--- config.mk ---
export PLATFORM = sky130hd
export DESIGN_NAME = syscfg_mgmt_top
export DESIGN_NICKNAME = d
export VERILOG_FILES = /design/src/common/syscfg_pkg.sv /design/src/syscfg_apb_decode.sv /design/src/syscfg_apb_router.sv /design/src/syscfg_misc_csr.sv /design/src/noc_pctl/noc_pctl.sv /design/src/syscfg_mgmt_top.sv
export SDC_FILE = /design/constraint.sdc
export NUM_CORES = 1
export LEC_CHECK = 0
export ABC_AREA = 1
export BUFFER_PORTS_ARGS = -buffer_cell sky130_fd_sc_hd__buf_2
export CORE_MARGIN = 10
export CORE_UTILIZATION = 51
export CTS_BUF_LIST = sky130_fd_sc_hd__clkbuf_16
export CTS_CLUSTER_DIAMETER = 50
export CTS_CLUSTER_SIZE = 28
export DETAILED_ROUTE_END_ITERATION = 16
export PLACE_DENSITY = 0.77
export RECOVER_POWER = 50
export SETUP_SLACK_MARGIN = 0.5
export SLEW_MARGIN = 20
export SYNTH_ARGS = -nofsm -noshare
export SYNTH_HDL_FRONTEND = slang
export SYNTH_SLANG_ARGS = --single-unit
--- constraint.sdc ---
create_clock -name i_ref_clk -period 4.8 [get_ports i_ref_clk]
set_clock_uncertainty 0.15 [all_clocks]
set_input_delay 0.24 -clock i_ref_clk [delete_from_list [all_inputs] [get_ports i_ref_clk]]
set_output_delay 0.24 -clock i_ref_clk [all_outputs]
set_load 0.02 [all_outputs]
--- src/common/syscfg_pkg.sv ---
// ============================
// Shared definitions for the system configuration block
// Holds the address map, register offsets, widths and the
// partition controller state encoding, imported by every RTL file
// ============================

package syscfg_pkg;

  // ============================
  // Bus geometry
  // ============================
  localparam int unsigned SYSCFG_ADDR_W     = 16;
  localparam int unsigned SYSCFG_DATA_W     = 32;
  localparam int unsigned SYSCFG_STRB_W     = 4;
  // Region select lives in address bits 15:12
  localparam int unsigned SYSCFG_REGION_LSB = 12;
  localparam int unsigned SYSCFG_NB_SUB     = 3;

  localparam int unsigned BOOT_MODE_W       = 3;
  // Cycles between the clock edge and the reset edge of the NoC partition
  localparam int unsigned PCTL_SEQ_CYCLES   = 4;

  typedef logic [SYSCFG_ADDR_W-1:0]         syscfg_addr_t;
  typedef logic [SYSCFG_DATA_W-1:0]         syscfg_data_t;
  typedef logic [SYSCFG_STRB_W-1:0]         syscfg_strb_t;
  typedef logic [$clog2(SYSCFG_NB_SUB)-1:0] syscfg_sub_idx_t;
  typedef logic [BOOT_MODE_W-1:0]           boot_mode_t;
  typedef logic [$clog2(PCTL_SEQ_CYCLES):0] pctl_seq_cnt_t;

  // ============================
  // Address map
  // ============================
  // Slot index equals the region value, regions 3 to 15 are unmapped
  localparam syscfg_sub_idx_t SUB_IDX_MISC = 2'd0;
  localparam syscfg_sub_idx_t SUB_IDX_PCTL = 2'd1;
  localparam syscfg_sub_idx_t SUB_IDX_RSVD = 2'd2;

  // Misc CSR block
  localparam logic [SYSCFG_REGION_LSB-1:0] MISC_SCRATCH0_OFS    = 12'h000;
  localparam logic [SYSCFG_REGION_LSB-1:0] MISC_SCRATCH1_OFS    = 12'h004;
  localparam logic [SYSCFG_REGION_LSB-1:0] MISC_BOOT_MODE_OFS   = 12'h008;
  localparam logic [SYSCFG_REGION_LSB-1:0] MISC_GLOBAL_SYNC_OFS = 12'h00C;

  // NoC partition controller
  localparam logic [SYSCFG_REGION_LSB-1:0] PCTL_CTRL_OFS   = 12'h000;
  localparam logic [SYSCFG_REGION_LSB-1:0] PCTL_STATUS_OFS = 12'h004;

  // Partition sequencer states, readable in STATUS[1:0]
  typedef enum logic [1:0] {
    PCTL_OFF    = 2'd0,
    PCTL_CLK_ON = 2'd1,
    PCTL_ACTIVE = 2'd2,
    PCTL_RST_ON = 2'd3
  } pctl_state_e;

endpackage

--- src/syscfg_apb_decode.sv ---
// ============================
// APB address decoder for the system configuration port
// Turns the region bits into a subordinate slot index,
// or flags the request as unmapped
// ============================

`timescale 1ns/10ps

module syscfg_apb_decode
  import syscfg_pkg::*;
(
  input  syscfg_addr_t    i_paddr,
  output syscfg_sub_idx_t o_sub_idx,
  output logic            o_unmapped
);

  localparam int unsigned REGION_W = SYSCFG_ADDR_W - SYSCFG_REGION_LSB;

  logic [REGION_W-1:0] region;

  always_comb region = i_paddr[SYSCFG_ADDR_W-1:SYSCFG_REGION_LSB];

  always_comb begin
    o_sub_idx  = SUB_IDX_RSVD;
    o_unmapped = 1'b0;
    case (region)
      REGION_W'(SUB_IDX_MISC): o_sub_idx = SUB_IDX_MISC;
      REGION_W'(SUB_IDX_PCTL): o_sub_idx = SUB_IDX_PCTL;
      REGION_W'(SUB_IDX_RSVD): o_sub_idx = SUB_IDX_RSVD;
      // Anything past the last slot has no owner
      default: begin
        o_sub_idx  = SUB_IDX_RSVD;
        o_unmapped = 1'b1;
      end
    endcase
  end

endmodule

--- src/syscfg_apb_router.sv ---
// ============================
// APB router between the outside port and the subordinates
// Selects one subordinate from the decoded slot and merges its
// response, the reserved slot and unmapped space answer with an error
// ============================

`timescale 1ns/10ps

module syscfg_apb_router
  import syscfg_pkg::*;
(
  input  wire                              i_ref_clk,
  input  logic                             i_rst_n,

  // Upstream APB request
  input  logic                             i_psel,
  input  logic                             i_penable,
  input  logic                             i_pwrite,
  input  syscfg_addr_t                     i_paddr,
  input  syscfg_data_t                     i_pwdata,
  input  syscfg_strb_t                     i_pstrb,
  // From the decoder
  input  syscfg_sub_idx_t                  i_sub_idx,
  input  logic                             i_unmapped,

  // Upstream APB response
  output logic                             o_pready,
  output syscfg_data_t                     o_prdata,
  output logic                             o_pslverr,

  // Shared request toward the subordinates
  output logic                             o_misc_psel,
  output logic                             o_pctl_psel,
  output logic                             o_sub_penable,
  output logic                             o_sub_pwrite,
  output logic [SYSCFG_REGION_LSB-1:0]     o_sub_offset,
  output syscfg_data_t                     o_sub_pwdata,
  output syscfg_strb_t                     o_sub_pstrb,

  // Subordinate responses
  input  logic                             i_misc_pready,
  input  syscfg_data_t                     i_misc_prdata,
  input  logic                             i_misc_pslverr,
  input  logic                             i_pctl_pready,
  input  syscfg_data_t                     i_pctl_prdata,
  input  logic                             i_pctl_pslverr
);

  // Address, data and control fan out to every subordinate
  always_comb begin
    o_sub_penable = i_penable;
    o_sub_pwrite  = i_pwrite;
    o_sub_offset  = i_paddr[SYSCFG_REGION_LSB-1:0];
    o_sub_pwdata  = i_pwdata;
    o_sub_pstrb   = i_pstrb;
  end

  always_comb begin
    // Default answer covers the reserved slot and unmapped space
    o_misc_psel = 1'b0;
    o_pctl_psel = 1'b0;
    o_pready    = 1'b1;
    o_prdata    = '0;
    o_pslverr   = 1'b1;
    if (!i_unmapped) begin
      case (i_sub_idx)
        SUB_IDX_MISC: begin
          o_misc_psel = i_psel;
          o_pready    = i_misc_pready;
          o_prdata    = i_misc_prdata;
          o_pslverr   = i_misc_pslverr;
        end
        SUB_IDX_PCTL: begin
          o_pctl_psel = i_psel;
          o_pready    = i_pctl_pready;
          o_prdata    = i_pctl_prdata;
          o_pslverr   = i_pctl_pslverr;
        end
        default: begin
        end
      endcase
    end
  end

  // ============================
  // Protocol checks
  // ============================
  a_one_sub_selected: assert property (@(posedge i_ref_clk) disable iff (!i_rst_n)
    $onehot0({o_misc_psel, o_pctl_psel}))
    else $error("more than one subordinate selected");

  a_penable_needs_psel: assert property (@(posedge i_ref_clk) disable iff (!i_rst_n)
    i_penable |-> i_psel)
    else $error("penable high without psel");

endmodule

--- src/syscfg_misc_csr.sv ---
// ============================
// Miscellaneous CSR block of the system configuration space
// Two scratch registers, boot-mode readback and the register
// that fires the one-cycle global sync pulse
// ============================

`timescale 1ns/10ps

module syscfg_misc_csr
  import syscfg_pkg::*;
(
  input  wire                              i_ref_clk,
  input  logic                             i_rst_n,
  input  logic                             i_psel,
  input  logic                             i_penable,
  input  logic                             i_pwrite,
  input  logic [SYSCFG_REGION_LSB-1:0]     i_offset,
  input  syscfg_data_t                     i_pwdata,
  input  syscfg_strb_t                     i_pstrb,
  input  boot_mode_t                       i_boot_mode,
  output logic                             o_pready,
  output syscfg_data_t                     o_prdata,
  output logic                             o_pslverr,
  output logic                             o_global_sync
);

  syscfg_data_t scratch0_q;
  syscfg_data_t scratch1_q;
  syscfg_data_t rdata;
  logic         acc_err;
  logic         wr_en;
  logic         global_sync_q;

  // Byte lanes with a set strobe take the new data
  function automatic syscfg_data_t merge_bytes(syscfg_data_t old_val,
                                               syscfg_data_t new_val,
                                               syscfg_strb_t strb);
    syscfg_data_t res;
    res = old_val;
    for (int b = 0; b < SYSCFG_STRB_W; b++) begin
      if (strb[b]) begin
        res[8*b +: 8] = new_val[8*b +: 8];
      end
    end
    return res;
  endfunction

  // Register decode
  always_comb begin
    rdata   = '0;
    acc_err = 1'b0;
    case (i_offset)
      MISC_SCRATCH0_OFS:    rdata = scratch0_q;
      MISC_SCRATCH1_OFS:    rdata = scratch1_q;
      MISC_BOOT_MODE_OFS: begin
        rdata   = syscfg_data_t'(i_boot_mode);
        acc_err = i_pwrite;
      end
      MISC_GLOBAL_SYNC_OFS: rdata = '0;
      default:              acc_err = 1'b1;
    endcase
  end

  // Zero wait states, failed reads return 0
  always_comb begin
    o_pready  = 1'b1;
    o_pslverr = acc_err;
    o_prdata  = acc_err ? '0 : rdata;
    wr_en     = i_psel & i_penable & i_pwrite & ~acc_err;
  end

  always_ff @(posedge i_ref_clk) begin
    if (!i_rst_n) begin
      scratch0_q    <= '0;
      scratch1_q    <= '0;
      global_sync_q <= 1'b0;
    end else begin
      if (wr_en && (i_offset == MISC_SCRATCH0_OFS)) begin
        scratch0_q <= merge_bytes(scratch0_q, i_pwdata, i_pstrb);
      end
      if (wr_en && (i_offset == MISC_SCRATCH1_OFS)) begin
        scratch1_q <= merge_bytes(scratch1_q, i_pwdata, i_pstrb);
      end
      // Pulse for the single cycle after the access edge
      global_sync_q <= wr_en && (i_offset == MISC_GLOBAL_SYNC_OFS);
    end
  end

  always_comb o_global_sync = global_sync_q;

  a_sync_single_cycle: assert property (@(posedge i_ref_clk) disable iff (!i_rst_n)
    o_global_sync |=> !o_global_sync)
    else $error("global sync pulse wider than one cycle");

endmodule

--- src/noc_pctl/noc_pctl.sv ---
// ============================
// NoC partition controller
// CTRL bit 0 requests the partition on, the sequencer then
// orders clock enable and reset release, STATUS shows progress
// ============================

`timescale 1ns/10ps

module noc_pctl
  import syscfg_pkg::*;
(
  input  wire                              i_ref_clk,
  input  logic                             i_rst_n,
  input  logic                             i_psel,
  input  logic                             i_penable,
  input  logic                             i_pwrite,
  input  logic [SYSCFG_REGION_LSB-1:0]     i_offset,
  input  syscfg_data_t                     i_pwdata,
  input  syscfg_strb_t                     i_pstrb,
  output logic                             o_pready,
  output syscfg_data_t                     o_prdata,
  output logic                             o_pslverr,
  output logic                             o_noc_clk_en,
  output logic                             o_noc_rst_n
);

  localparam pctl_seq_cnt_t SEQ_LAST = pctl_seq_cnt_t'(PCTL_SEQ_CYCLES - 1);

  pctl_state_e   state_q;
  pctl_seq_cnt_t seq_cnt_q;
  logic          seq_done;
  logic          ctrl_q;
  logic          ctrl_d;
  logic          ctrl_wr;
  logic          clk_en_q;
  logic          rst_n_q;
  logic          acc_err;
  syscfg_data_t  rdata;

  // ============================
  // Register access
  // ============================
  always_comb begin
    rdata   = '0;
    acc_err = 1'b0;
    case (i_offset)
      PCTL_CTRL_OFS: rdata[0] = ctrl_q;
      PCTL_STATUS_OFS: begin
        rdata[1:0] = state_q;
        rdata[4]   = clk_en_q;
        rdata[5]   = rst_n_q;
        acc_err    = i_pwrite;
      end
      default: acc_err = 1'b1;
    endcase
  end

  always_comb begin
    o_pready  = 1'b1;
    o_pslverr = acc_err;
    o_prdata  = acc_err ? '0 : rdata;
    ctrl_wr   = i_psel & i_penable & i_pwrite & ~acc_err & i_pstrb[0]
                & (i_offset == PCTL_CTRL_OFS);
    // Request as seen after this edge, so OFF reacts at the write edge itself
    ctrl_d    = ctrl_wr ? i_pwdata[0] : ctrl_q;
    seq_done  = (seq_cnt_q == SEQ_LAST);
  end

  // ============================
  // Clock and reset sequencer
  // ============================
  always_ff @(posedge i_ref_clk) begin
    if (!i_rst_n) begin
      state_q   <= PCTL_OFF;
      seq_cnt_q <= '0;
      ctrl_q    <= 1'b0;
      clk_en_q  <= 1'b0;
      rst_n_q   <= 1'b0;
    end else begin
      ctrl_q <= ctrl_d;
      case (state_q)
        PCTL_OFF: begin
          if (ctrl_d) begin
            state_q   <= PCTL_CLK_ON;
            clk_en_q  <= 1'b1;
            seq_cnt_q <= '0;
          end
        end
        // Clock runs for a while before reset lets go
        PCTL_CLK_ON: begin
          if (seq_done) begin
            state_q <= PCTL_ACTIVE;
            rst_n_q <= 1'b1;
          end else begin
            seq_cnt_q <= seq_cnt_q + 1'b1;
          end
        end
        PCTL_ACTIVE: begin
          if (!ctrl_d) begin
            state_q   <= PCTL_RST_ON;
            rst_n_q   <= 1'b0;
            seq_cnt_q <= '0;
          end
        end
        // Reset held before the clock is gated
        PCTL_RST_ON: begin
          if (seq_done) begin
            state_q  <= PCTL_OFF;
            clk_en_q <= 1'b0;
          end else begin
            seq_cnt_q <= seq_cnt_q + 1'b1;
          end
        end
        default: state_q <= PCTL_OFF;
      endcase
    end
  end

  always_comb begin
    o_noc_clk_en = clk_en_q;
    o_noc_rst_n  = rst_n_q;
  end

  a_rst_inside_clk: assert property (@(posedge i_ref_clk) disable iff (!i_rst_n)
    o_noc_rst_n |-> o_noc_clk_en)
    else $error("NoC reset released while its clock is gated");

endmodule

--- src/syscfg_mgmt_top.sv ---
// ============================
// Top level of the system configuration block
// One APB port in, decoder and router in front of the misc CSR
// block and the NoC partition controller
// ============================

`timescale 1ns/10ps

module syscfg_mgmt_top
  import syscfg_pkg::*;
(
  input  wire                              i_ref_clk,
  input  logic                             i_rst_n,

  // APB subordinate port
  input  syscfg_addr_t                     i_paddr,
  input  syscfg_data_t                     i_pwdata,
  input  logic                             i_pwrite,
  input  logic                             i_psel,
  input  logic                             i_penable,
  input  syscfg_strb_t                     i_pstrb,
  output logic                             o_pready,
  output syscfg_data_t                     o_prdata,
  output logic                             o_pslverr,

  input  boot_mode_t                       i_boot_mode,
  output logic                             o_global_sync,
  output logic                             o_noc_clk_en,
  output logic                             o_noc_rst_n
);

  syscfg_sub_idx_t                  sub_idx;
  logic                             unmapped;
  logic                             misc_psel;
  logic                             pctl_psel;
  logic                             sub_penable;
  logic                             sub_pwrite;
  logic [SYSCFG_REGION_LSB-1:0]     sub_offset;
  syscfg_data_t                     sub_pwdata;
  syscfg_strb_t                     sub_pstrb;
  logic                             misc_pready;
  syscfg_data_t                     misc_prdata;
  logic                             misc_pslverr;
  logic                             pctl_pready;
  syscfg_data_t                     pctl_prdata;
  logic                             pctl_pslverr;

  syscfg_apb_decode u_apb_decode (
    .i_paddr    ( i_paddr  ),
    .o_sub_idx  ( sub_idx  ),
    .o_unmapped ( unmapped )
  );

  syscfg_apb_router u_apb_router (
    .i_ref_clk      ( i_ref_clk    ),
    .i_rst_n        ( i_rst_n      ),
    .i_psel         ( i_psel       ),
    .i_penable      ( i_penable    ),
    .i_pwrite       ( i_pwrite     ),
    .i_paddr        ( i_paddr      ),
    .i_pwdata       ( i_pwdata     ),
    .i_pstrb        ( i_pstrb      ),
    .i_sub_idx      ( sub_idx      ),
    .i_unmapped     ( unmapped     ),
    .o_pready       ( o_pready     ),
    .o_prdata       ( o_prdata     ),
    .o_pslverr      ( o_pslverr    ),
    .o_misc_psel    ( misc_psel    ),
    .o_pctl_psel    ( pctl_psel    ),
    .o_sub_penable  ( sub_penable  ),
    .o_sub_pwrite   ( sub_pwrite   ),
    .o_sub_offset   ( sub_offset   ),
    .o_sub_pwdata   ( sub_pwdata   ),
    .o_sub_pstrb    ( sub_pstrb    ),
    .i_misc_pready  ( misc_pready  ),
    .i_misc_prdata  ( misc_prdata  ),
    .i_misc_pslverr ( misc_pslverr ),
    .i_pctl_pready  ( pctl_pready  ),
    .i_pctl_prdata  ( pctl_prdata  ),
    .i_pctl_pslverr ( pctl_pslverr )
  );

  syscfg_misc_csr u_misc_csr (
    .i_ref_clk     ( i_ref_clk     ),
    .i_rst_n       ( i_rst_n       ),
    .i_psel        ( misc_psel     ),
    .i_penable     ( sub_penable   ),
    .i_pwrite      ( sub_pwrite    ),
    .i_offset      ( sub_offset    ),
    .i_pwdata      ( sub_pwdata    ),
    .i_pstrb       ( sub_pstrb     ),
    .i_boot_mode   ( i_boot_mode   ),
    .o_pready      ( misc_pready   ),
    .o_prdata      ( misc_prdata   ),
    .o_pslverr     ( misc_pslverr  ),
    .o_global_sync ( o_global_sync )
  );

  noc_pctl u_noc_pctl (
    .i_ref_clk    ( i_ref_clk    ),
    .i_rst_n      ( i_rst_n      ),
    .i_psel       ( pctl_psel    ),
    .i_penable    ( sub_penable  ),
    .i_pwrite     ( sub_pwrite   ),
    .i_offset     ( sub_offset   ),
    .i_pwdata     ( sub_pwdata   ),
    .i_pstrb      ( sub_pstrb    ),
    .o_pready     ( pctl_pready  ),
    .o_prdata     ( pctl_prdata  ),
    .o_pslverr    ( pctl_pslverr ),
    .o_noc_clk_en ( o_noc_clk_en ),
    .o_noc_rst_n  ( o_noc_rst_n  )
  );

endmodule

=== Word-level counts from Yosys, hierarchy flattened ===
Cells that the tools add are included.

* Input bits: 60
* Bits in writable memories: 0
* Latch bits: 0
* ROM bits: 0
* Register bits: 73
* Memories: 0
* Output and inout bits: 37
* Word-level logic and storage cells: 97

* $add $sub $neg: 1
* Multiply operators: 0
* Muxes and demuxes: 33
* Magnitude comparators: 0
* Reductions and logical operators: 24
* Bitwise gates (word level): 10
* Eq/ne operators: 15
* Divide/modulo/power cells: 0
* Shifts and indexed selects: 0

{| class="wikitable"
|+ Operator list
! cell !! number
|-
| $pmux W32 S3 || 1
|-
| $mux W32 || 2
|-
| $pmux W32 S2 || 1
|-
| $eq A12 B4 Y1 const B || 2
|-
| $reduce_and A2 Y1 || 8
|-
| $eq A12 B3 Y1 const B || 1
|-
| $logic_not A12 Y1 || 1
|-
| $pmux W1 S2 || 6
|-
| $mux W1 || 11
|-
| $mux W2 || 5
|-
| $mux W3 || 3
|-
| $pmux W3 S3 || 1
|-
| $reduce_and A3 Y1 || 3
|-
| $and A1 B1 Y1 || 8
|-
| $pmux W2 S4 || 1
|-
| $mux W6 || 1
|-
| $ne A2 B1 Y1 const B || 3
|-
| $reduce_or A3 Y1 || 2
|-
| $eq A2 B1 Y1 const B || 2
|-
| $eq A2 B2 Y1 const B || 2
|-
| $eq A4 B1 Y1 const B || 1
|-
| $eq A4 B2 Y1 const B || 1
|-
| $logic_not A2 Y1 || 2
|-
| $logic_not A4 Y1 || 1
|-
| 9 further kinds || 14
|}

=== Logic depth before layout (Yosys ltp) ===
Gate-level depths: netlist of run 1.

* Depth after elaboration: 13
* Depth in mapped cells: 13
* Depth with buffers taken out: 13

=== By module ===
From an unflattened synthesis of run 1, not the netlist that was laid out.

* Cells, all modules: 873
* Area, all modules: 5551.6 um2

{| class="wikitable"
|+ By module, submodules not included
! module !! cells each !! sequential area each (um2) !! area each (um2) !! times used
|-
| syscfg_misc_csr || 548 || 1301.2 || 3545.9 || 1
|-
| syscfg_apb_router || 181 || 0.0 || 1061.0 || 1
|-
| noc_pctl || 134 || 160.2 || 902.1 || 1
|-
| syscfg_apb_decode || 10 || 0.0 || 42.5 || 1
|}

=== Least setup slack after synthesis of run 1 ===
Ideal clock, no wire load.

* Path type: input -> output
* Start: in i_paddr[11]
* End: out o_prdata[22]
* Required time: 4410 ps
* Cell stages on the path: 8
* Slack: 2738 ps
* Buffers on the path: 1
* Arrival: 1672 ps
* Cells stage by stage: nor2_1 > nand2_1 > nor2_4 > nand2_1 > inv_2 > buf_1 > nand2_1 > a21oi_1

* Longest elaborated chain between the ends: 6
* Elaborated cells between the ends (all ways): 10
* Classes of those cells: 3 x eq/ne; 5 x mux; 2 x reduce/logical

{| class="wikitable"
|+ RTL lines
! what !! RTL line !! text
|-
| from (decl) || syscfg_mgmt_top.sv:16 || <nowiki>input syscfg_addr_t i_paddr,</nowiki>
|-
| $eq A12 B4 Y1, or another cell as far along || syscfg_misc_csr.sv:52 || <nowiki>case (i_offset)</nowiki>
|-
| $reduce_or A3 Y1 (no line) || - ||
|-
| $pmux W1 S2 || syscfg_misc_csr.sv:52 ||
|-
| $mux W32 * || syscfg_misc_csr.sv:68 || <nowiki>o_prdata = acc_err ? '0 : rdata;</nowiki>
|-
| $pmux W32 S2 * || syscfg_apb_router.sv:66 || <nowiki>case (i_sub_idx)</nowiki>
|-
| $mux W32 * || syscfg_apb_router.sv:65 || <nowiki>if (!i_unmapped) begin</nowiki>
|-
| to (decl) || syscfg_mgmt_top.sv:23 || <nowiki>output syscfg_data_t o_prdata,</nowiki>
|}

Every way passes the cells marked *; elsewhere a longest branch is shown, timed or not.

=== Worst setup path in the final report of run 1 ===
* Start: in i_rst_n
* End: reg u_noc_pctl.seq_cnt_q[1]

{| class="wikitable"
|+ RTL lines
! what !! RTL line !! text
|-
| from (decl) || syscfg_mgmt_top.sv:13 || <nowiki>input logic i_rst_n,</nowiki>
|-
| to (signal assigned) || noc_pctl.sv:95 || <nowiki>seq_cnt_q <= seq_cnt_q + 1'b1;</nowiki>
|-
| to (signal assigned) || noc_pctl.sv:111 || <nowiki>seq_cnt_q <= seq_cnt_q + 1'b1;</nowiki>
|-
| to (decl) || noc_pctl.sv:30 || <nowiki>pctl_seq_cnt_t seq_cnt_q;</nowiki>
|}

No word-level cell between the ends.

==> results of run 1 <==
flip-flops by register name (all words and copies together), names as in the netlist:
register and flops:
u_noc_pctl.ctrl_q 1, u_noc_pctl.o_noc_rst_n 1, u_misc_csr.o_global_sync 1, u_noc_pctl.seq_cnt_q 3, u_noc_pctl.state_q 2, u_misc_csr.scratch0_q 32, u_noc_pctl.o_noc_clk_en 1, u_misc_csr.scratch1_q 32
cell usage after synthesis, drive strengths merged:
cell / n / area, um^2
a21oi: 33 / 169
and3: 1 / 6.26
buf: 19 / 163
clkbuf: 6 / 22.5
conb: 1 / 3.75
dfxtp: 73 / 1460
ha: 7 / 87.6
inv: 85 / 319
nand2: 223 / 945
nand3: 11 / 60.1
nand4: 8 / 50.1
nor2: 155 / 622
nor3: 3 / 15.0
o21ai: 9 / 45.0
o221ai: 1 / 8.76
o22ai: 3 / 18.8
power by group through the flow:
stage | combinational (mW) | clock [mW] | sequential, mW
detailed placement | 0.210 | 0 | 0.652
finish | 0.213 | 0.753 | 0.639
global placement | 0.205 | 0 | 0.652
CTS | 0.213 | 0.763 | 0.639
global route | 0.240 | 0.792 | 0.643
floorplan | 0.134 | 0 | 0.660
area by class of cell:
| cell class | instances | area [um^2] |
|---|---|---|
| sequential | 73 | 1460 |
| multi-input combinational | 455 | 2030 |
| fill | 722 | 2890 |
| tap | 102 | 128 |
| clock inverter | 7 | 110 |
| clock buffer | 9 | 225 |
| timing repair buffer | 101 | 523 |
| inverter | 85 | 319 |
logic make-up (layout without fill, tap and decap cells):
family,count (synthesis),after routing,synth area share [%]
AO/OA/AOI/OAI,46,46,6.04
flip-flops,73,73,36.6
adder cells (fa/ha/maj),7,7,2.19
AND/OR/NAND/NOR,401,401,42.5
other,1,1,0.0938
buffers and inverters,110,202,12.6
metal layers:
layer  vias up  part of all wire, %  track usage, %
li1       2077                    -               -
met1      1765                   43            21.5
met2       123                   48            30.2
met3         8                  7.5            5.53
met4         0                  1.1            4.05
met5         -                    0               0
metrics by stage:
stage | std cells | area [um^2] | setup slack (ns) | util [%]
floorplan | 638 | 4000 | 2.74 | -
global placement | 812 | 4430 | 2.18 | 57.6
detailed placement | 812 | 4430 | 2.12 | 57.6
CTS | 832 | 4800 | 2.05 | 62.5
global route | 832 | 4790 | 1.26 | 62.4
finish | 832 | 4790 | 1.70 | 62.4
critical path, cell delays in order:
cell and delay (ns):
buf_2 0.07, clkbuf_1 2.12, inv_1 0.45, a21oi_1 0.27
worst paths after layout:
kind | end | cells past startpoint
max | u_noc_pctl.seq_cnt_q[1]$_SDFFE_PN0P_ | 4
min | u_misc_csr.scratch1_q[17]$_SDFFE_PN0P_ | 3
max reg2reg | u_noc_pctl.state_q[1]$_SDFFE_PN0P_ | 8
min reg2reg | u_noc_pctl.o_noc_clk_en$_SDFFE_PN0P_ | 2
timing repair:
item,CTS,global route
hold buffers,4,0
buffers inserted,0,0
endpoints found under the hold margin,4,0
==> results.sh, run 1 <==
export IMPL_drtIter0Drc=196
export IMPL_synth_cells=638
export IMPL_insertion_delay_ns=0.33
export IMPL_final_cell_mix="nand2_1, nor2_1, buf_2, inv_1, dfxtp_1"
export IMPL_ys_seq_area_share_pct=36.6
export IMPL_power_frac_comb_pct=13.3
export IMPL_synthesis_nets=705
export IMPL_drc=0
export IMPL_power_density_mw_per_mm2=335
export IMPL_crit_path_end_kind="flop"
export IMPL_min_from="i_pwdata[17]"
export IMPL_worst_pin_slew_ns=3.03
export IMPL_synthDistinctLibCells=26
export IMPL_grt_ovfl_total=0
export IMPL_clock_path_buffers=2
export IMPL_regToRegSetupSlack_ns=3.07
export IMPL_grt_pass1_wl_um=17300
export IMPL_worst_path_max_fanout=69
export IMPL_crit_start="i_rst_n"
export IMPL_ys_ff_latch=73
export IMPL_start_util_pct=52.0
export IMPL_ant_nets=0
export IMPL_netSwitchingPower_uw=402
export IMPL_cts_htree_levels=3
export IMPL_cts_tree="yes"
export IMPL_dieArea_mm2=0.0118
export IMPL_clkPwrFrac_pct=46.9
export IMPL_num_rows=32
export IMPL_hpwl_um=7170
export IMPL_gp_congestion=0.865
export IMPL_synth_avg_cell_area_um2=6.26
export IMPL_clock_root_buffer="clkbuf_16"
export IMPL_dr_pass1_iters=4
export IMPL_p_leak_nw=2.61
export IMPL_drv_cap=1
export IMPL_coreArea_mm2=0.00769
export IMPL_setup_violations=0
export IMPL_antenna_cells=0
export IMPL_yosysWarnings=0
export IMPL_rsz0062_at_grt="no"
export IMPL_seq_power_share_pct=39.8
export IMPL_switching_share_pct=25.1
export IMPL_cts_buffers=9
export IMPL_path_clk_slew_ns=0.06
export IMPL_avgViaCountPerCell=4.78
export IMPL_worstSetupPathType="primary input to flop"
export IMPL_netlist_area_mm2=0.00400
export IMPL_grt_start_max_net_pins=70
export IMPL_syn_to_final_growth_pct=19.9
export IMPL_vias=3973
export IMPL_period_needed_ns=3.10
export IMPL_finalCritPeriodShare_pct=64.6
export IMPL_worstPathArrival_ns=3.20
export IMPL_violations="hold timing, capacitance limit, slew limit"
export IMPL_slew_headroom_pct=-102
export IMPL_ioPinCount=97
export IMPL_antenna_found_initial=0
export IMPL_grt_pass1_vias=3880
export IMPL_power_total_mw=1.61
export IMPL_portBuffers=95
export IMPL_setup_tns_ns=0
export IMPL_cts_sinks=73
export IMPL_dieWidth_um=109
export IMPL_startpoint_type="primary input"
export IMPL_required_ns=4.90
export IMPL_status="finished with violations"
export IMPL_fmax_ghz=0.322
export IMPL_reg2reg_from="u_noc_pctl.state_q[0]$_SDFFE_PN0P_"
export IMPL_die_h_um=109
export IMPL_whs_ns=-0.00425
export IMPL_layout_drive_gt1_share_pct=18.6
export IMPL_vdd_drop_max_v=0.000211
export IMPL_cts_resized_gates=0
export IMPL_layout_nets=792
export IMPL_finalHoldViolCount=5
export IMPL_wire_per_inst_um=12.5
export IMPL_layout_commonest_cell="nand2_1"
export IMPL_grt_use_total_pct=17.8
export IMPL_p_int_mw=1.20
export IMPL_hp_class="primary input to flop"
export IMPL_slew_viol_final=70
export IMPL_routed_wl_um=10400
(Power assumes the default switching activity.)
==> run 2: changes to the inputs <==
clock period = 3 ns   (was 4.8 ns; I/O delays follow)
==> run 2 against run 1 <==
  * The run ends with capacitance limit, slew limit left
  * Register-to-register slack got worse by 1.7 ns
  * Flip-flop and latch count unchanged
  * Combinational power is 71% higher
  * Highest routed layer unchanged
==> results.sh, run 2 (same netlist as run 1, synthesis figures left out) <==
export IMPL_startpoint_type="primary input"
export IMPL_grt_use_total_pct=17.7
export IMPL_crit_path_max_incr_delay_ns=1.40
export IMPL_final_cell_mix="nand2_1, nor2_1, buf_2, inv_1, dfxtp_1"
export IMPL_avgViaCountPerCell=4.74
export IMPL_cts_sinks=73
export IMPL_finalCritPeriodShare_pct=80.9
export IMPL_power_frac_comb_pct=14.5
export IMPL_drc=0
export IMPL_syn_to_final_growth_pct=26.1
export IMPL_finalHoldViolCount=0
export IMPL_grt_pass1_wl_um=17400
export IMPL_required_ns=3.11
export IMPL_antenna_found_initial=0
export IMPL_cts_htree_levels=3
export IMPL_grt_start_max_net_pins=44
export IMPL_layout_commonest_cell="nand2_1"
export IMPL_ioPinCount=97
export IMPL_cts_buffers=9
export IMPL_grt_ovfl_total=0
export IMPL_wire_per_inst_um=12.1
export IMPL_antenna_cells=0
export IMPL_critical_path_slowest_cell="clkbuf_1"
export IMPL_place_inst=816
export IMPL_dieWidth_um=109
export IMPL_insertion_delay_ns=0.33
export IMPL_cp_num_buf_inv=2
export IMPL_status="finished with violations"
export IMPL_drv_cap=1
export IMPL_cts_tree="yes"
export IMPL_worstSetupPathType="primary input to flop"
export IMPL_num_rows=32
export IMPL_clock_path_buffers=2
export IMPL_start_util_pct=52.0
export IMPL_dieArea_mm2=0.0118
export IMPL_layout_nets=825
export IMPL_reg_top3="u_misc_csr.scratch0_q: 32 flops, u_misc_csr.scratch1_q: 32 flops, u_noc_pctl.seq_cnt_q: 3 flops"
export IMPL_power_density_mw_per_mm2=499
export IMPL_routed_wl_um=10500
export IMPL_power_total_mw=2.51
export IMPL_crit_top_cell="clkbuf_1"
export IMPL_seq_power_share_pct=40.7
export IMPL_gp_congestion=0.872
export IMPL_clock_root_buffer="clkbuf_16"
export IMPL_clkPwrFrac_pct=44.8
export IMPL_grt_pass1_vias=3906
export IMPL_netSwitchingPower_uw=648
export IMPL_vias=4097
export IMPL_hp_class="primary input to flop"
export IMPL_crit_family="buffers and inverters"
export IMPL_setup_violations=0
export IMPL_dr_pass1_iters=4
export IMPL_switching_share_pct=25.8
export IMPL_worst_pin_slew_ns=1.99
export IMPL_setup_tns_ns=0
export IMPL_layout_drive_gt1_share_pct=17.3
export IMPL_violations="capacitance limit, slew limit"
export IMPL_fmax_ghz=0.412
export IMPL_p_int_mw=1.86
export IMPL_vdd_drop_max_v=0.000336
export IMPL_crit_path_end_kind="flop"
export IMPL_path_clk_slew_ns=0.06
export IMPL_ant_nets=0
export IMPL_final_cells=865
export IMPL_slew_headroom_pct=-32.5
export IMPL_period_needed_ns=2.43
export IMPL_coreArea_mm2=0.00769
export IMPL_die_h_um=109
export IMPL_hpwl_um=7390
export IMPL_worstPathArrival_ns=2.53
export IMPL_drtIter0Drc=189
export IMPL_rsz0062_at_grt="no"
export IMPL_slew_viol_final=44
export IMPL_worst_path_max_fanout=43
export IMPL_portBuffers=95
export IMPL_cts_resized_gates=0
export IMPL_path_cells="clkbuf_1 -> clkbuf_1 -> nand2_1 -> nor2_1"
export IMPL_p_leak_nw=2.67
run 2: layout make-up:
| class | instances | area, um^2 |
|---|---|---|
| Clock inverter | 7 | 85.1 |
| Inverter | 85 | 319 |
| Timing Repair Buffer | 134 | 838 |
| Sequential cell | 73 | 1460 |
| Tap cell | 102 | 128 |
| Fill cell | 707 | 2650 |
| Clock buffer | 9 | 225 |
| Multi-Input combinational cell | 455 | 1980 |
run 2: power groups by stage:
stage / sequential [mW] / combinational, mW / clock [mW]
5_1_grt: 1.03 / 0.408 / 1.18
2_1_floorplan: 1.06 / 0.214 / 0
3_5_place_dp: 1.04 / 0.339 / 0
6_report: 1.02 / 0.365 / 1.12
4_1_cts: 1.02 / 0.374 / 1.14
3_3_place_gp: 1.04 / 0.328 / 0
run 2: worst paths after layout:
path,startpoint,endpoint,slack [ns],depth (start not counted)
max,i_rst_n,u_misc_csr.scratch1_q[23]$_SDFFE_PN0P_,0.57,4
max reg2reg,u_noc_pctl.state_q[0]$_SDFFE_PN0P_,u_noc_pctl.state_q[0]$_SDFFE_PN0P_,1.33,8
min reg2reg,u_noc_pctl.seq_cnt_q[1]$_SDFFE_PN0P_,u_noc_pctl.seq_cnt_q[1]$_SDFFE_PN0P_,0.33,2
min,i_paddr[3],u_misc_csr.o_global_sync$_SDFF_PN0_,0.08,5
run 2: tightest hold or removal path, stage by stage:
cell	delay, ns
buf_2	0.12
inv_1	0.08
nor2_1	0.05
nand4_1	0.07
nor2_1	0.04
run 2: stage by stage:
step / cell area, um^2 / hold WS [ns] / setup slack (ns) / utilization, %
after global routing: 5040 / 0.104 / 0.365 / 65.5
after CTS: 5100 / 0.0805 / 0.797 / 66.3
after global placement: 4460 / 0.241 / 0.841 / 58.0
after detailed placement: 4460 / 0.245 / 0.797 / 58.0
after floorplan: 4000 / 0.135 / 1.12 / -
final: 5040 / 0.0790 / 0.572 / 65.5
run 2: what timing repair did:
item,4_1_cts,5_1_grt
hold buffers,33,0
hold endpoints to repair,65,0
setup buffers,0,0
setup endpoints to repair,0,0
run 2: routing by layer:
metal / track usage (%) / wire length, um
met1: 20.5 / 4550
met3: 5.23 / 818
met4: 4.99 / 126
met5: 0 / 0
met2: 31.0 / 4980
==> run 3: changes to the inputs <==
ABC_AREA = 0   (was 1)
CORE_UTILIZATION = 47   (was 51)
PLACE_DENSITY = 0.75   (was 0.77)
clock period = 2.2 ns   (was 3 ns; I/O delays follow)
==> run 3 against run 2 <==
  * The run now ends clean
  * Combinational power fell by 41%
  * Worst hold slack worse by 0.067 ns
  * Highest routed layer unchanged
  * Worst setup slack lost 0.53 ns
==> results.sh, run 3 <==
export IMPL_setup_violations=0
export IMPL_drc=0
export IMPL_synthFlopType="dfxtp_1"
export IMPL_gp_congestion=0.887
export IMPL_synth_commonest_cells="nand2_1, dfxtp_1, mux2i_1"
export IMPL_cts_htree_levels=3
export IMPL_busiest_layer="met2"
export IMPL_final_cells=672
export IMPL_num_rows=31
export IMPL_clock_root_buffer="clkbuf_16"
export IMPL_seq_power_share_pct=45.0
export IMPL_layout_commonest_cell="nand2_1"
export IMPL_avgViaCountPerCell=5.50
export IMPL_p_leak_nw=2.49
export IMPL_required_ns=2.29
export IMPL_slew_viol_final=0
export IMPL_post_dp_cell_area_mm2=0.00431
export IMPL_clkPwrFrac_pct=47.6
export IMPL_async_flop_share_pct=0
export IMPL_path_clk_slew_ns=0.06
export IMPL_finalCritPeriodShare_pct=98.2
export IMPL_rsz0062_at_grt="yes"
export IMPL_cts_tree="yes"
export IMPL_drtIter0Drc=171
export IMPL_synth_cells=415
export IMPL_yosysWarnings=0
export IMPL_status="completed"
export IMPL_switching_share_pct=22.2
export IMPL_power_frac_comb_pct=7.4
export IMPL_use_met1_pct=22.7
export IMPL_grt_use_total_pct=19.6
export IMPL_dieArea_mm2=0.0116
export IMPL_clock_path_buffers=2
export IMPL_power_total_mw=2.94
export IMPL_wire_per_inst_um=18.0
export IMPL_routed_wl_um=12100
export IMPL_layout_drive_gt1_share_pct=34.2
export IMPL_period_needed_ns=2.16
export IMPL_synthDistinctLibCells=43
export IMPL_ys_seq_area_share_pct=40.6
export IMPL_synth_avg_cell_area_um2=8.68
export IMPL_final_cell_mix="nand2_1, dfxtp_1, mux2i_1, buf_2, buf_4"
export IMPL_dr_pass1_iters=5
export IMPL_synth_area_top_cells="dfxtp_1, mux2i_1, nand2_1"
export IMPL_coreArea_mm2=0.00737
export IMPL_vias=3693
export IMPL_whs_ns=0.0117
export IMPL_cts_buffers=9
export IMPL_fmax_ghz=0.463
export IMPL_antenna_cells=0
export IMPL_worstSetupPathType="primary input to flop"
export IMPL_syn_to_final_growth_pct=57.5
export IMPL_synth_top_area_share_pct=40.6
export IMPL_p_int_mw=2.28
export IMPL_worstPathArrival_ns=2.25
export IMPL_grt_pass1_wl_um=18600
export IMPL_holdPathStages=3
export IMPL_netSwitchingPower_uw=652
export IMPL_dieWidth_um=108
export IMPL_grt_pass1_vias=3828
export IMPL_layout_nets=635
export IMPL_hp_class="primary input to flop"
export IMPL_slew_headroom_pct=54.7
export IMPL_ant_nets=0
export IMPL_synth_largest_area_cell="dfxtp_1"
export IMPL_ys_ff_latch=73
export IMPL_netlist_area_mm2=0.00360
export IMPL_vdd_drop_max_v=0.000468
export IMPL_power_density_mw_per_mm2=518
export IMPL_grt_met3_usage_pct=6.35
export IMPL_cts_sinks=73
export IMPL_drv_cap=0
export IMPL_nFillCells=492
export IMPL_antenna_found_initial=0
export IMPL_synthesis_nets=482
export IMPL_finalHoldViolCount=0
export IMPL_dpl_worst_slack_ns=-0.0311
export IMPL_setup_tns_ns=0
export IMPL_reg_top3="u_misc_csr.scratch0_q: 32 flops, u_misc_csr.scratch1_q: 32 flops, u_noc_pctl.seq_cnt_q: 3 flops"
export IMPL_worst_path_max_fanout=8
export IMPL_startpoint_type="primary input"
export IMPL_ioPinCount=97
export IMPL_start_util_pct=48.9
export IMPL_use_met2_pct=33.8
export IMPL_yosysMostFrequentCell="nand2_1"
export IMPL_fin_util_pct=76.9
export IMPL_ff2ff_path_depth=5
export IMPL_synth_edff_count=0
export IMPL_hpwl_um=7090
export IMPL_worst_pin_slew_ns=0.679
export IMPL_die_h_um=108
export IMPL_finalInstanceArea_mm2=0.00567
export IMPL_crit_path_end_kind="flop"
export IMPL_grt_start_max_net_pins=69
export IMPL_place_inst=599
export IMPL_portBuffers=95
export IMPL_layout_setup_ws_ns=0.0398
export IMPL_insertion_delay_ns=0.33
export IMPL_grt_ovfl_total=0
-- run 3: changes by cell type in the layout (fill, tap and decap cells not counted), moves of 14 or more --
cell     change
buf_4       +38
nand2_1    -105
a21oi_1     -29
nor2_1     -123
inv_1       -75
a22oi_1     +21
buf_12      +14
buf_6       +17
mux2i_1     +59
buf_2       -36
-- run 3: final cells by class --
class | instances | area, um^2 | share of cell area, %
Timing Repair Buffer | 167 | 1490 | 26.3
Inverter | 7 | 26.3 | 0.463
Multi-Input combinational cell | 310 | 2290 | 40.3
Clock buffer | 9 | 225 | 3.97
Tap cell | 99 | 124 | 2.18
Clock inverter | 7 | 55.1 | 0.971
Sequential cell | 73 | 1460 | 25.8
-- run 3: power groups by stage --
stage,clock network (mW),logic (mW),registers (mW)
2_1_floorplan,0,0.0662,1.35
3_3_place_gp,0,0.144,1.35
3_5_place_dp,0,0.148,1.35
4_1_cts,1.40,0.205,1.32
5_1_grt,1.46,0.232,1.32
6_report,1.40,0.216,1.32
-- run 3: worst max-delay path, stage by stage --
cell     delay (ns)
buf_8          0.10
nor4_4         0.34
nand3_4        0.14
buf_4          0.16
buf_6          0.12
or4_4          0.47
nor4_4         0.17
buf_6          0.19
buf_12         0.12
nand2_8        0.08
mux2i_1        0.24
-- run 3: cell families after synthesis --
kind of cell / count (synthesis) / share of synthesized area, %
and+or+nand+nor: 179 / 22.9
DFF: 73 / 40.6
AOI/OAI and AO/OA: 62 / 13.4
muxes: 61 / 17.0
buffers and inverters: 32 / 3.68
adders and majority gates: 7 / 2.43
other: 1 / 0.104
-- run 3: worst paths after layout --
kind,from,to,slack [ns]
worst max-delay path,i_paddr[8],u_misc_csr.scratch0_q[17]$_SDFFE_PN0P_,0.04
worst min-delay path,i_paddr[2],u_misc_csr.o_global_sync$_SDFF_PN0_,0.01
worst max register to register,u_noc_pctl.state_q[1]$_SDFFE_PN0P_,u_noc_pctl.state_q[0]$_SDFFE_PN0P_,0.31
worst min register to register,u_misc_csr.scratch1_q[22]$_SDFFE_PN0P_,u_misc_csr.scratch1_q[22]$_SDFFE_PN0P_,0.31
-- run 3: routing by layer --
layer	share of wire (%)	vias up	routed length (um)
li1	-	1762	-
met1	41	1757	4930
met2	50	156	6070
met3	7.7	18	929
met4	1.6	0	200
met5	0	-	0
-- run 3: what timing repair did --
item                                    CTS  global route
resized for setup                        75            26
buffers inserted                         13             9
endpoints found under the setup margin  103           104
endpoints found under the hold margin    64             0
pin swaps                                19            24
gates cloned                              3             0
hold buffers                             32             0
